==> config.mk <==
export PLATFORM = sky130hd
export DESIGN_NAME = c64_loader
export DESIGN_NICKNAME = d
export VERILOG_FILES = /design/src/source/c64_load_pkg.sv /design/src/source/load_ctrl.sv /design/src/source/crt_chip_parser.sv /design/src/source/load_addr_gen.sv /design/src/source/mem_write_queue.sv /design/src/source/c64_loader.sv
export SDC_FILE = /design/constraint.sdc
export NUM_CORES = 1
export LEC_CHECK = 0
export ABC_AREA = 1
export BUFFER_PORTS_ARGS = -buffer_cell sky130_fd_sc_hd__buf_2
export CORE_MARGIN = 2
export CORE_UTILIZATION = 45
export CTS_CLUSTER_DIAMETER = 60
export DETAILED_ROUTE_END_ITERATION = 8
export PLACE_DENSITY = 0.68
export RECOVER_POWER = 50
export SLEW_MARGIN = 5
export SYNTH_ARGS = -nofsm -noshare
export SYNTH_HDL_FRONTEND = slang
export SYNTH_SLANG_ARGS = --single-unit
==> constraint.sdc <==
create_clock -name clk_sys -period 3.8 [get_ports clk_sys]
set_input_delay 0.76 -clock clk_sys [delete_from_list [all_inputs] [get_ports clk_sys]]
set_output_delay 0.76 -clock clk_sys [all_outputs]
set_load 0.005 [all_outputs]
==> src/source/c64_load_pkg.sv <==
//========================================
// Shared types and constants of the file
// loader, imported by every loader module
//========================================
package c64_load_pkg;

	//========================================
	// Sizes
	//========================================
	localparam int OFS_W        = 16;
	localparam int ALIGN_BITS   = 13;
	localparam int CHIP_HDR_LEN = 16;

	typedef logic [7:0]  byte_t;
	typedef logic [24:0] mem_addr_t;
	typedef logic [15:0] word16_t;

	typedef enum logic [1:0] {
		FILE_PRG,
		FILE_CRT,
		FILE_TAP
	} file_kind_e;

	// One beat of the host byte stream
	typedef struct packed {
		byte_t      data;
		file_kind_e kind;
		logic       last;
	} load_byte_t;

	typedef struct packed {
		mem_addr_t addr;
		byte_t     data;
	} mem_wr_t;

	// Cartridge global header fields
	typedef struct packed {
		word16_t id;
		byte_t   exrom;
		byte_t   game;
	} cart_info_t;

	// One record per chip packet
	typedef struct packed {
		byte_t     bank_type;
		word16_t   bank_num;
		word16_t   load_addr;
		word16_t   bank_size;
		mem_addr_t addr;
	} bank_rec_t;

	typedef enum logic [1:0] {
		CHIP_START,
		CHIP_HDR,
		CHIP_DATA
	} chip_byte_e;

	typedef enum logic [2:0] {
		ADDR_HOLD,
		ADDR_SET_LO,
		ADDR_SET_HI,
		ADDR_SET_CRT,
		ADDR_SET_TAP,
		ADDR_CLEAR,
		ADDR_ALIGN,
		ADDR_INC
	} addr_op_e;

	typedef enum logic [1:0] {
		CTRL_IDLE,
		CTRL_LOAD,
		CTRL_ERASE
	} ctrl_state_e;

	//========================================
	// Memory map and file layout
	//========================================
	localparam mem_addr_t CRT_BASE   = 25'h010_0000;
	localparam mem_addr_t TAP_BASE   = 25'h020_0000;
	localparam mem_addr_t ERASE_LAST = 25'h000_FFFF;

	// Packet area start and id offset with EXROM at 0x18 and GAME at 0x19
	localparam logic [OFS_W-1:0] CRT_HDR_END = 16'h0040;
	localparam logic [OFS_W-1:0] CRT_ID_OFS  = 16'h0016;

endpackage

==> src/source/load_ctrl.sv <==
//========================================
// Loader control FSM. Accepts file bytes and
// erase requests, picks the address operation
// and queues memory writes
//========================================
module load_ctrl import c64_load_pkg::*; (
	input  logic       clk_sys,
	input  logic       reset_n,
	input  load_byte_t byte_i,
	input  logic       byte_valid_i,
	output logic       byte_ready_o,
	input  logic       erase_valid_i,
	output logic       erase_ready_o,
	input  logic       queue_full_i,
	input  chip_byte_e byte_class_i,
	input  mem_addr_t  addr_i,
	input  logic       at_erase_end_i,
	output addr_op_e   addr_op_o,
	output byte_t      addr_byte_o,
	output logic       crt_take_o,
	output logic       push_o,
	output mem_wr_t    push_wr_o,
	output cart_info_t cart_info_o,
	output logic       cart_attached_o,
	output mem_addr_t  tap_end_o,
	output logic       load_done_o
);

	ctrl_state_e      state_q;
	logic             live_q;
	logic [OFS_W-1:0] ofs_q;
	logic             byte_take;
	logic             erase_take;
	logic             first_byte;
	logic             file_end;
	mem_addr_t        wr_addr;
	cart_info_t       cart_info_q;
	logic             cart_attached_q;
	mem_addr_t        tap_end_q;
	logic             load_done_q;

	// An erase request wins over a new file in idle
	assign erase_ready_o = live_q && (state_q == CTRL_IDLE);
	assign byte_ready_o  = live_q && !queue_full_i &&
		((state_q == CTRL_LOAD) || ((state_q == CTRL_IDLE) && !erase_valid_i));

	assign erase_take = erase_valid_i && erase_ready_o;
	assign byte_take  = byte_valid_i && byte_ready_o;
	assign first_byte = (ofs_q == '0);
	assign file_end   = byte_take && byte_i.last;

	// First tape byte goes straight to the tape base
	assign wr_addr     = ((byte_i.kind == FILE_TAP) && first_byte) ? TAP_BASE : addr_i;
	assign addr_byte_o = byte_i.data;

	//========================================
	// Per-byte decision
	//========================================
	always_comb begin
		addr_op_o      = ADDR_HOLD;
		crt_take_o     = 1'b0;
		push_o         = 1'b0;
		push_wr_o.addr = wr_addr;
		push_wr_o.data = byte_i.data;
		if (state_q == CTRL_ERASE) begin
			push_wr_o.addr = addr_i;
			push_wr_o.data = {8{addr_i[6]}};
			if (!queue_full_i) begin
				push_o    = 1'b1;
				addr_op_o = ADDR_INC;
			end
		end else if (erase_take) begin
			addr_op_o = ADDR_CLEAR;
		end else if (byte_take) begin
			case (byte_i.kind)
				FILE_PRG: begin
					if (first_byte) begin
						addr_op_o = ADDR_SET_LO;
					end else if (ofs_q == OFS_W'(1)) begin
						addr_op_o = ADDR_SET_HI;
					end else begin
						push_o    = 1'b1;
						addr_op_o = ADDR_INC;
					end
				end
				FILE_CRT: begin
					if (first_byte) begin
						addr_op_o = ADDR_SET_CRT;
					end else if (ofs_q >= CRT_HDR_END) begin
						crt_take_o = 1'b1;
						case (byte_class_i)
							CHIP_START: addr_op_o = ADDR_ALIGN;
							CHIP_DATA: begin
								push_o    = 1'b1;
								addr_op_o = ADDR_INC;
							end
							default: addr_op_o = ADDR_HOLD;
						endcase
					end
				end
				FILE_TAP: begin
					push_o    = 1'b1;
					addr_op_o = first_byte ? ADDR_SET_TAP : ADDR_INC;
				end
				default: addr_op_o = ADDR_HOLD;
			endcase
		end
	end

	//========================================
	// State, offset and status flags
	//========================================
	always_ff @(posedge clk_sys) begin
		if (!reset_n) begin
			state_q         <= CTRL_IDLE;
			live_q          <= 1'b0;
			ofs_q           <= '0;
			cart_attached_q <= 1'b0;
			load_done_q     <= 1'b0;
		end else begin
			live_q      <= 1'b1;
			load_done_q <= file_end;
			case (state_q)
				CTRL_IDLE: begin
					if (erase_take)
						state_q <= CTRL_ERASE;
					else if (byte_take && !byte_i.last)
						state_q <= CTRL_LOAD;
				end
				CTRL_LOAD: if (file_end) state_q <= CTRL_IDLE;
				CTRL_ERASE: if (!queue_full_i && at_erase_end_i) state_q <= CTRL_IDLE;
				default: state_q <= CTRL_IDLE;
			endcase
			// Offset saturates so long cartridges stay in the packet area
			if (file_end)
				ofs_q <= '0;
			else if (byte_take && (ofs_q != '1))
				ofs_q <= ofs_q + 1'b1;
			if (file_end && (byte_i.kind == FILE_CRT))
				cart_attached_q <= 1'b1;
		end
	end

	// Global cartridge header and tape end
	always_ff @(posedge clk_sys) begin
		if (byte_take && (byte_i.kind == FILE_CRT)) begin
			case (ofs_q)
				CRT_ID_OFS:               cart_info_q.id[15:8] <= byte_i.data;
				CRT_ID_OFS + OFS_W'(1):   cart_info_q.id[7:0]  <= byte_i.data;
				CRT_ID_OFS + OFS_W'(2):   cart_info_q.exrom    <= byte_i.data;
				CRT_ID_OFS + OFS_W'(3):   cart_info_q.game     <= byte_i.data;
				default: ;
			endcase
		end
		if (file_end && (byte_i.kind == FILE_TAP))
			tap_end_q <= wr_addr + 1'b1;
	end

	assign cart_info_o     = cart_info_q;
	assign cart_attached_o = cart_attached_q;
	assign tap_end_o       = tap_end_q;
	assign load_done_o     = load_done_q;

endmodule

==> src/source/crt_chip_parser.sv <==
//========================================
// Cartridge chip packet tracker. Classifies
// each packet byte, assembles the header and
// emits one bank record per packet
//========================================
module crt_chip_parser import c64_load_pkg::*; (
	input  logic       clk_sys,
	input  logic       reset_n,
	input  logic       file_start_i,
	input  logic       byte_take_i,
	input  byte_t      data_i,
	input  mem_addr_t  pkt_addr_i,
	output chip_byte_e byte_class_o,
	output bank_rec_t  bank_o,
	output logic       bank_valid_o
);

	// Header byte index that is zero outside a header
	logic [$clog2(CHIP_HDR_LEN)-1:0] hdr_cnt_q;
	// Packet length while in the header, then data bytes left
	logic [31:0] data_left_q;
	bank_rec_t   rec_q;
	logic        bank_valid_q;

	always_comb begin
		if (hdr_cnt_q != '0)
			byte_class_o = CHIP_HDR;
		else if (data_left_q != '0)
			byte_class_o = CHIP_DATA;
		else
			byte_class_o = CHIP_START;
	end

	//========================================
	// Packet position
	//========================================
	always_ff @(posedge clk_sys) begin
		if (!reset_n) begin
			hdr_cnt_q    <= '0;
			data_left_q  <= '0;
			bank_valid_q <= 1'b0;
		end else begin
			bank_valid_q <= 1'b0;
			if (file_start_i) begin
				hdr_cnt_q   <= '0;
				data_left_q <= '0;
			end else if (byte_take_i) begin
				case (byte_class_o)
					CHIP_START: hdr_cnt_q <= 4'd1;
					CHIP_HDR: begin
						// Counter wraps to zero after the last header byte
						hdr_cnt_q <= hdr_cnt_q + 1'b1;
						case (hdr_cnt_q)
							4'd4, 4'd5, 4'd6, 4'd7:
								data_left_q <= {data_left_q[23:0], data_i};
							4'd8: begin
								// Length includes the header itself
								if (data_left_q > CHIP_HDR_LEN)
									data_left_q <= data_left_q - CHIP_HDR_LEN;
								else
									data_left_q <= '0;
							end
							4'(CHIP_HDR_LEN - 1): bank_valid_q <= 1'b1;
							default: ;
						endcase
					end
					default: data_left_q <= data_left_q - 1'b1;
				endcase
			end
		end
	end

	// Big-endian header fields
	always_ff @(posedge clk_sys) begin
		if (byte_take_i && (byte_class_o == CHIP_HDR)) begin
			case (hdr_cnt_q)
				4'd9:  rec_q.bank_type       <= data_i;
				4'd10: rec_q.bank_num[15:8]  <= data_i;
				4'd11: rec_q.bank_num[7:0]   <= data_i;
				4'd12: rec_q.load_addr[15:8] <= data_i;
				4'd13: rec_q.load_addr[7:0]  <= data_i;
				4'd14: rec_q.bank_size[15:8] <= data_i;
				4'd15: begin
					rec_q.bank_size[7:0] <= data_i;
					// Address was aligned at header byte 0
					rec_q.addr           <= pkt_addr_i;
				end
				default: ;
			endcase
		end
	end

	assign bank_o       = rec_q;
	assign bank_valid_o = bank_valid_q;

endmodule

==> src/source/load_addr_gen.sv <==
//========================================
// Write address register of the loader with
// byte loads, fixed bases, 8 KB round-up and
// erase end detection
//========================================
module load_addr_gen import c64_load_pkg::*; (
	input  logic      clk_sys,
	input  logic      reset_n,
	input  addr_op_e  op_i,
	input  byte_t     byte_i,
	output mem_addr_t addr_o,
	output logic      at_erase_end_o
);

	mem_addr_t addr_q;
	logic      aligned;
	mem_addr_t addr_up;

	assign aligned = (addr_q[ALIGN_BITS-1:0] == '0);
	// Next 8 KB boundary above the current address
	assign addr_up = {addr_q[$bits(mem_addr_t)-1:ALIGN_BITS] + 1'b1, {ALIGN_BITS{1'b0}}};

	always_ff @(posedge clk_sys) begin
		if (!reset_n) begin
			addr_q <= '0;
		end else begin
			case (op_i)
				// Low byte clears everything above it
				ADDR_SET_LO:  addr_q <= {{($bits(mem_addr_t) - 8){1'b0}}, byte_i};
				ADDR_SET_HI:  addr_q[15:8] <= byte_i;
				ADDR_SET_CRT: addr_q <= CRT_BASE;
				// The first tape byte is written at the base itself
				ADDR_SET_TAP: addr_q <= TAP_BASE + 1'b1;
				ADDR_CLEAR:   addr_q <= '0;
				ADDR_ALIGN: begin
					if (!aligned)
						addr_q <= addr_up;
				end
				ADDR_INC:     addr_q <= addr_q + 1'b1;
				default:      addr_q <= addr_q;
			endcase
		end
	end

	assign addr_o         = addr_q;
	assign at_erase_end_o = (addr_q == ERASE_LAST);

endmodule

==> src/source/mem_write_queue.sv <==
//========================================
// Two-entry write FIFO in front of the
// memory port, valid/ready on the output
//========================================
module mem_write_queue import c64_load_pkg::*; (
	input  logic    clk_sys,
	input  logic    reset_n,
	input  logic    push_i,
	input  mem_wr_t wr_i,
	output logic    full_o,
	output mem_wr_t wr_o,
	output logic    valid_o,
	input  logic    ready_i
);

	mem_wr_t    slot_q [2];
	logic [1:0] count_q;
	logic       wr_ptr_q;
	logic       rd_ptr_q;
	logic       push_ok;
	logic       pop;

	assign full_o  = (count_q == 2'd2);
	assign valid_o = (count_q != 2'd0);
	assign wr_o    = slot_q[rd_ptr_q];
	assign push_ok = push_i && !full_o;
	assign pop     = valid_o && ready_i;

	always_ff @(posedge clk_sys) begin
		if (push_ok)
			slot_q[wr_ptr_q] <= wr_i;
	end

	always_ff @(posedge clk_sys) begin
		if (!reset_n) begin
			count_q  <= 2'd0;
			wr_ptr_q <= 1'b0;
			rd_ptr_q <= 1'b0;
		end else begin
			if (push_ok)
				wr_ptr_q <= ~wr_ptr_q;
			if (pop)
				rd_ptr_q <= ~rd_ptr_q;
			case ({push_ok, pop})
				2'b10:   count_q <= count_q + 1'b1;
				2'b01:   count_q <= count_q - 1'b1;
				default: count_q <= count_q;
			endcase
		end
	end

endmodule

==> src/source/c64_loader.sv <==
//========================================
// File loader top. Host byte stream in,
// memory writes and cartridge status out
//========================================
module c64_loader import c64_load_pkg::*; (
	input  logic       clk_sys,
	input  logic       reset_n,
	input  load_byte_t byte_i,
	input  logic       byte_valid_i,
	output logic       byte_ready_o,
	input  logic       erase_valid_i,
	output logic       erase_ready_o,
	output mem_wr_t    mem_wr_o,
	output logic       mem_valid_o,
	input  logic       mem_ready_i,
	output cart_info_t cart_info_o,
	output bank_rec_t  bank_o,
	output logic       bank_valid_o,
	output logic       cart_attached_o,
	output mem_addr_t  tap_end_o,
	output logic       load_done_o
);

	logic       queue_full;
	chip_byte_e byte_class;
	mem_addr_t  addr;
	logic       at_erase_end;
	addr_op_e   addr_op;
	byte_t      addr_byte;
	logic       crt_take;
	logic       push;
	mem_wr_t    push_wr;

	load_ctrl load_ctrl_i (
		.clk_sys         (clk_sys),
		.reset_n         (reset_n),
		.byte_i          (byte_i),
		.byte_valid_i    (byte_valid_i),
		.byte_ready_o    (byte_ready_o),
		.erase_valid_i   (erase_valid_i),
		.erase_ready_o   (erase_ready_o),
		.queue_full_i    (queue_full),
		.byte_class_i    (byte_class),
		.addr_i          (addr),
		.at_erase_end_i  (at_erase_end),
		.addr_op_o       (addr_op),
		.addr_byte_o     (addr_byte),
		.crt_take_o      (crt_take),
		.push_o          (push),
		.push_wr_o       (push_wr),
		.cart_info_o     (cart_info_o),
		.cart_attached_o (cart_attached_o),
		.tap_end_o       (tap_end_o),
		.load_done_o     (load_done_o)
	);

	// The end of each file restarts packet tracking
	crt_chip_parser crt_chip_parser_i (
		.clk_sys      (clk_sys),
		.reset_n      (reset_n),
		.file_start_i (load_done_o),
		.byte_take_i  (crt_take),
		.data_i       (byte_i.data),
		.pkt_addr_i   (addr),
		.byte_class_o (byte_class),
		.bank_o       (bank_o),
		.bank_valid_o (bank_valid_o)
	);

	load_addr_gen load_addr_gen_i (
		.clk_sys        (clk_sys),
		.reset_n        (reset_n),
		.op_i           (addr_op),
		.byte_i         (addr_byte),
		.addr_o         (addr),
		.at_erase_end_o (at_erase_end)
	);

	mem_write_queue mem_write_queue_i (
		.clk_sys (clk_sys),
		.reset_n (reset_n),
		.push_i  (push),
		.wr_i    (push_wr),
		.full_o  (queue_full),
		.wr_o    (mem_wr_o),
		.valid_o (mem_valid_o),
		.ready_i (mem_ready_i)
	);

endmodule

# Word level (Yosys, flattened, before mapping)
# Memory sizes are Yosys's and may differ from the RTL's. A register that Yosys moved wholly into a read port is not among the register bits.
# Index checks and enable logic that the tools add are counted.
totals:
  register_bits: 225
  latch_bits: 0
  mem_bits_rw: 66
  mem_bits_ro: 0
  inputBits: 16
  out_inout_bits: 177
  elab_cells: 194
  n_memories: 1
memory_table:
  columns: ["memory", "depth", "width", "read_ports", "rd_ports_with_merged_regs", "wr", "line_no", "source"]
  rows:
  - ["mem_write_queue_i.slot_q", 2, 33, 1, 1, 1, "mem_write_queue.sv:16", "mem_wr_t slot_q [2];"]
classes:
  n_addsub: 9
  mul: 0
  div: 0
  magnitude_cmp: 2
  eq_ne: 40
  shift: 0
  n_mux: 51
  n_bitwise: 6
  reduce_logical: 58
op_table:
  columns: ["op", "count"]
  rows:
  - ["case mux 32 bit (2 select lines)", 2]
  - ["== test 16 x 5 -> 1 bit (second input constant)", 4]
  - ["adder 25 x 1 -> 25 bit (second input constant)", 2]
  - ["2-to-1 mux 25 bit", 2]
  - ["case mux 9 bit (5 select lines)", 1]
  - ["case mux 8 bit (5 select lines)", 1]
  - ["2-to-1 mux 33 bit", 1]
  - ["== test 4 bit (second input constant)", 8]
  - ["greater-than comparator 32 x 5 -> 1 bit (second input constant)", 1]
  - ["2-to-1 mux 32 bit", 1]
  - ["case mux 8 bit (4 select lines)", 1]
  - ["nonzero test 32 bit", 1]
  - ["subtractor 32 x 1 -> 32 bit (second input constant)", 1]
  - ["subtractor 32 x 5 -> 32 bit (second input constant)", 1]
  - ["AND reduction 2 bit", 15]
  - ["== test 25 x 16 -> 1 bit (second input constant)", 1]
  - ["2-to-1 mux 3 bit", 8]
  - ["2-to-1 mux 1 bit", 21]
  - ["logical AND 1 bit", 17]
  - ["adder 16 x 1 -> 16 bit (second input constant)", 1]
  - ["== test 16 x 1 -> 1 bit (second input constant)", 1]
  - ["== test 4 x 3 -> 1 bit (second input constant)", 4]
  - ["greater-or-equal comparator 16 x 7 -> 1 bit (second input constant)", 1]
  - ["zero test 16 bit", 1]
  - ["other kinds (32)", 69]

# Logic depth before layout (Yosys ltp)
logic_depth:
  depth_word: 15
  ltp_mapped: 19
  depth_no_buf: 18

# By module
# Synthesis repeated with hierarchy kept, for this count alone.
hier_totals:
  hier_cells: 1729
  hier_area_um2: 15051.9
by_module_without_submodules:
  columns: ["module", "n_inst", "cells_per_inst", "area_per_inst_um2", "seq_area_each_um2"]
  rows:
  - ["crt_chip_parser", 1, 716, 5988.2, 3173.0]
  - ["load_ctrl", 1, 520, 4249.1, 2132.0]
  - ["mem_write_queue", 1, 141, 2782.7, 2082.0]
  - ["load_addr_gen", 1, 352, 2031.9, 500.5]

# Worst setup path after synthesis
# OpenSTA, ideal clock, no wires.
synth_timing:
  kind: "in2reg"
  startpoint: "in erase_valid_i"
  endpoint: "reg crt_chip_parser_i.rec_q (netlist bit crt_chip_parser_i.bank_o[0]), enable pin"
  setup_ns: 0.423
  arrival_time_ns: 3.093
  required_time_ns: 3.377
  setup_slack_ns: 0.284
  stages: 9
  path_buffers: 0
  cell_sequence: "inv_1 nor2_1 nor3_2 nand2_2 nor2_1 inv_1 nor2_1 nand2_1 nor2_1"
synth_between:
  elab_chain_len: 10
  word_cells_on_any_way: 11
  cone_classes: "mux: 3; reduce/logical: 8"
synth_rtl:
  columns: ["item", "line_no", "source"]
  rows:
  - ["from (decl)", "c64_loader.sv:11", "input logic erase_valid_i,"]
  - ["zero test 1 bit", "load_ctrl.sv:45", "((state_q == CTRL_LOAD) || ((state_q == CTRL_IDLE) && !erase_valid_i));"]
  - ["logical AND 1 bit", "load_ctrl.sv:45", null]
  - ["logical OR 1 bit", "load_ctrl.sv:45", null]
  - ["logical AND 1 bit", "load_ctrl.sv:44", "assign byte_ready_o = live_q && !queue_full_i &&"]
  - ["net byte_ready_o", "c64_loader.sv:10", "output logic byte_ready_o,"]
  - ["logical AND 1 bit", "load_ctrl.sv:48", "assign byte_take = byte_valid_i && byte_ready_o;"]
  - ["2-to-1 mux 1 bit", "load_ctrl.sv:74", "end else if (byte_take) begin"]
  - ["2-to-1 mux 1 bit", "load_ctrl.sv:72", "end else if (erase_take) begin"]
  - ["2-to-1 mux 1 bit", "load_ctrl.sv:65", "if (state_q == CTRL_ERASE) begin"]
  - ["logical AND 1 bit", "crt_chip_parser.sv:75", "if (byte_take_i && (byte_class_o == CHIP_HDR)) begin"]
  - ["AND reduction 2 bit (no source line)", null, null]
  - ["to (decl)", "crt_chip_parser.sv:22", "bank_rec_t rec_q;"]
# The timed path passes the listed nets, and every way through them passes these cells.
# A chain may end at the register's enable or synchronous reset.

# Worst setup path in the final report
layout_timing:
  startpoint: "reg load_ctrl_i.ofs_q[0]"
  endpoint: "reg load_ctrl_i.tap_end_q[20], in the netlist load_ctrl_i.tap_end_o[20] (data pin)"
layout_between:
  elab_chain_len: 4
layout_rtl:
  columns: ["item", "line_no", "source"]
  rows:
  - ["from (decl)", "load_ctrl.sv:31", "logic [OFS_W-1:0] ofs_q;"]
  - ["from (signal assigned)", "load_ctrl.sv:138", "ofs_q <= ofs_q + 1'b1;"]
  - ["zero test 16 bit", "load_ctrl.sv:49", "assign first_byte = (ofs_q == '0);"]
  - ["logical AND 1 bit", "load_ctrl.sv:53", "assign wr_addr = ((byte_i.kind == FILE_TAP) && first_byte) ? TAP_BASE : addr_i;"]
  - ["2-to-1 mux 25 bit", "load_ctrl.sv:53", null]
  - ["adder 25 x 1 -> 25 bit", "load_ctrl.sv:156", "tap_end_q <= wr_addr + 1'b1;"]
  - ["to (signal assigned)", "load_ctrl.sv:156", null]
  - ["to (decl)", "load_ctrl.sv:39", "mem_addr_t tap_end_q;"]
# No other way between the ends.

==> results.md <==
* Outcome: finished, violations left
* Violated checks: capacitance limit, slew limit
* Kind of cell adding the most delay to the critical path: simple AND/OR/NAND/NOR gates
* Clock network latency to the later pin of the worst-skew pair at 0.52 ns
* Worst-path maximum fanout at 28
* Post-placement worst setup slack at about 0.58 ns
* Initial DRC Count at 1076
* Class of the worst hold path: reg2reg
* Effective utilization at floorplan at 0.457
* Top cells by area in the synthesized netlist: edfxtp_1, dfxtp_1, nand2_1, nor2_1, xor2_1
* Largest voltage drop on the vdd net at 0.294 mV
* Clock slew seen by the registers of the worst setup and hold paths at about 0.060 ns
* Net count after synthesis at roughly 1500
* Total setup violations reported at the end of the flow at 0
* Arrival @ worst endpoint at 3.53 ns
* Setup repair after global routing missed its margin: no
* Post-layout utilization of the core at 0.536
* Detail Route Antenna Nets at 0
* Count of flip-flops with a built-in enable after synthesis at 204
* Leading post-synthesis cells by instance count: nand2_1, edfxtp_1, nor2_1
* Final hold violation count at 0
* Cell total after placement at between 2000 and 2500
* Portion of synthesized cell area occupied by the leading cell type at 0.438
* Vias per std cell at between 5 and 6
* Vias in the first global route at 10800
* Worst slew margin at -0.0390
* Share of synthesized registers carrying an async set or reset at 0
* Standard cell with the maximum stage delay on the critical path: dfxtp_1
* Number of levels the H-tree was split into at 2
* Total die area at around 0.032 sq mm
* Area of combinational cells with multiple inputs at 0.00521 sq mm
* Delay of the slowest critical-path stage at 0.38 ns
* Maximum number of pins on one net before global-route repair at 36
* Yosys synthesis warning count at 0
* Worst hold stages at 1
* Relative area change from synthesis to final layout at 17.4%
* Startpoint type of the worst setup path: flip-flop
* Critical Path Sink Type: flip-flop
* Power consumption at 7.81 mW
* Number of placement rows at 64
* Via count of the routed design at 11200
* Worst clock skew on the final layout at 0.0249 ns
* Average cell area after synthesis at 9.47 sq um
* Synthesized netlist cell count at ~1500
* Crit-path cells: inv_1, ha_1, nand2_1, nor2_1, nand2_2, nor2_1, clkbuf_1, inv_4, nand2_1, inv_1, ha_1, inv_1, nor2_2, inv_1, nor2_2, nand3_1, nor3_1, xor2_1
* Cell depth of the worst flop-to-flop path at 18
* Final WS setup at roughly 0.52 ns
* Most frequently used flop master after synthesis: edfxtp_1
* Buffers inserted by post-CTS timing repair at 0
* Post-synth cell types at 48
* DR WL met3 at 2.43 mm
* Inserted Clock Buffers at 34
* Number of remaining DRC errors at 0
* Count of instances resized after the clock tree is built at 0
* Post-detailed-routing wire length at 38.1 mm
* Residual overflow from global routing at 0
* Initial antenna violation count at 0
* Actual slew at the worst max-slew pin at 1.56 ns
* Portion of the post-synthesis area used by sequential elements at 0.564
* TritonCTS clock tree: built
* Top Ports at 193
* Setup TNS Final at 0 ns
* Area of the placeable core at 0.0306 sq mm
* Critical Path Most Common Cell: inv_1
* Net total in the final layout at between 1500 and 2000
* Number of clock sinks at slightly below 300
* Floorplan die height at 180 um
* Metal1 wirelength at 16.1 mm
* Global-route wire length before repair at 59.7 mm
* Worst path required time at 4.05 ns
* Overall routing resource usage at 0.229
* Layout cells sized above 1 at 0.141
* Uppermost layer routed: met4
* WL per Instance at 18.1 um
* Hold-fix buffer count after cts at 0
* Clk Tree Root Cell: clkbuf_16
* Period utilisation layout at 0.863
* DIE WIDTH at roughly 180 um
* Most frequent cell after synthesis: nand2_1
* Count of maximum capacitance violations at 1
* Non-Filler Instances at 2103
* Filler cells at about 2800
* Critical path buffers and inverters at 6
* Flip-flop and latch count after synthesis at slightly below 300
* Crit. path cell count at 18
* Type of the setup path with the least slack: reg2reg
* Detailed placer's ending HPWL at 26.8 mm
* Port-buffer cells at around 190
* Highest attainable clock frequency at 305 MHz
* Static leakage at 6.53 nW
* Total power density per cell area at 476 mW/mm^2
* DR pass1 iterations at 6
* Min Tclk post-route at 3.28 ns
* Area of the mapped netlist at ~0.014 sq mm
* Number of slew-limit violations in the final report at 26
* Area taken by flip-flops and latches at 0.00789 sq mm
* Maximum number of buffers from clock root to sink at 3
* Metal2 WL at around 19 mm
* Number of diodes at 0
* RD Place Congestion at 0.900
* Cell type contributing the most total cell area after synthesis: edfxtp_1
sequential cells by signal (all words and copies together) (netlist names), named ones only:
signal	cells
crt_chip_parser_i.bank_valid_o	1
load_ctrl_i.load_done_o	1
load_ctrl_i.cart_info_o	32
load_ctrl_i.live_q	1
load_ctrl_i.tap_end_o	25
load_ctrl_i.cart_attached_o	1
crt_chip_parser_i.data_left_q	32
load_addr_gen_i.addr_o	25
crt_chip_parser_i.hdr_cnt_q	4
mem_write_queue_i.count_q	2
mem_write_queue_i.rd_ptr_q	1
mem_write_queue_i.wr_ptr_q	1
load_ctrl_i.ofs_q	16
mem_write_queue_i.slot_q	66
crt_chip_parser_i.bank_o	81
load_ctrl_i.state_q	2
worst paths after layout:
kind | slack (ns) | endpoint | startpoint
worst max-delay path | 0.52 | load_ctrl_i.tap_end_o[20] | load_ctrl_i.ofs_q[0]
worst min-delay path | 0.46 | flip-flop | mem_write_queue_i.rd_ptr_q
worst max register to register | 0.52 | load_ctrl_i.tap_end_o[20] | load_ctrl_i.ofs_q[0]
worst min register to register | 0.46 | flip-flop | mem_write_queue_i.rd_ptr_q
routing by layer:
metal	up-vias	GRT usage
li1	5413	-
met1	5294	0.296
met2	427	0.395
met3	84	0.0352
met4	0	0.0729
met5	-	0
cells in the final DEF (no fill, tap or decap), drive strengths merged, types with 5 or more instances in the layout:
master,instances
nand2,277
edfxtp,204
nor2,192
inv,163
clkbuf,155
buf,110
nand3,91
o21ai,90
dfxtp,88
a21oi,82
xor2,66
mux2,33
nor3,32
nand4,21
ha,17
o211ai,12
clkinv,10
xnor2,9
o221ai,9
o22ai,8
nor4,7
nor3b,5
worst reg2reg max path, delay by kind of cell (launching register included):
kind / cells / cell delay [ns]
xor gates and xnor gates: 1 / 0.10
adders and majority gates: 2 / 0.38
buffers and inverters: 6 / 1.00
DFF: 1 / 0.38
and+or+nand+nor: 9 / 1.16
kinds of logic after synthesis:
logic type | Yosys count | share of synthesized area
buffers and inverters | 214 | 0.0628
multiplexers | 33 | 0.0266
adder cells (fa/ha/maj) | 17 | 0.0152
XOR/XNOR | 75 | 0.0470
AO/OA/AOI/OAI | 213 | 0.0840
flip-flops | 292 | 0.564
AND/OR/NAND/NOR | 632 | 0.200
power by group:
part / internal (mW) / leakage [nW] / switching, mW
Sequential: 3.55 / 2.55 / 0.0963
Combinational: 0.300 / 3.43 / 0.562
Clock: 1.98 / 0.549 / 1.32
Total: 5.83 / 6.53 / 1.98
layout make-up:
type,count,share of cell area
multi-input cells,970,0.318
clock inverters,17,0.0121
repair buffers,220,0.0638
clock buffers,45,0.0575
well taps,396,0.0302
inverters,163,0.0377
flip-flops and latches,292,0.481
per-stage QoR:
step / hold WS, ns / area, sq um
4_1_cts: 0.461 / 16600
3_5_place_dp: 0.442 / 15400
2_1_floorplan: 0.403 / 14000
6_report: 0.463 / 16400
3_3_place_gp: 0.435 / 15400
5_1_grt: 0.478 / 16400
(Power assumes the default switching activity.)
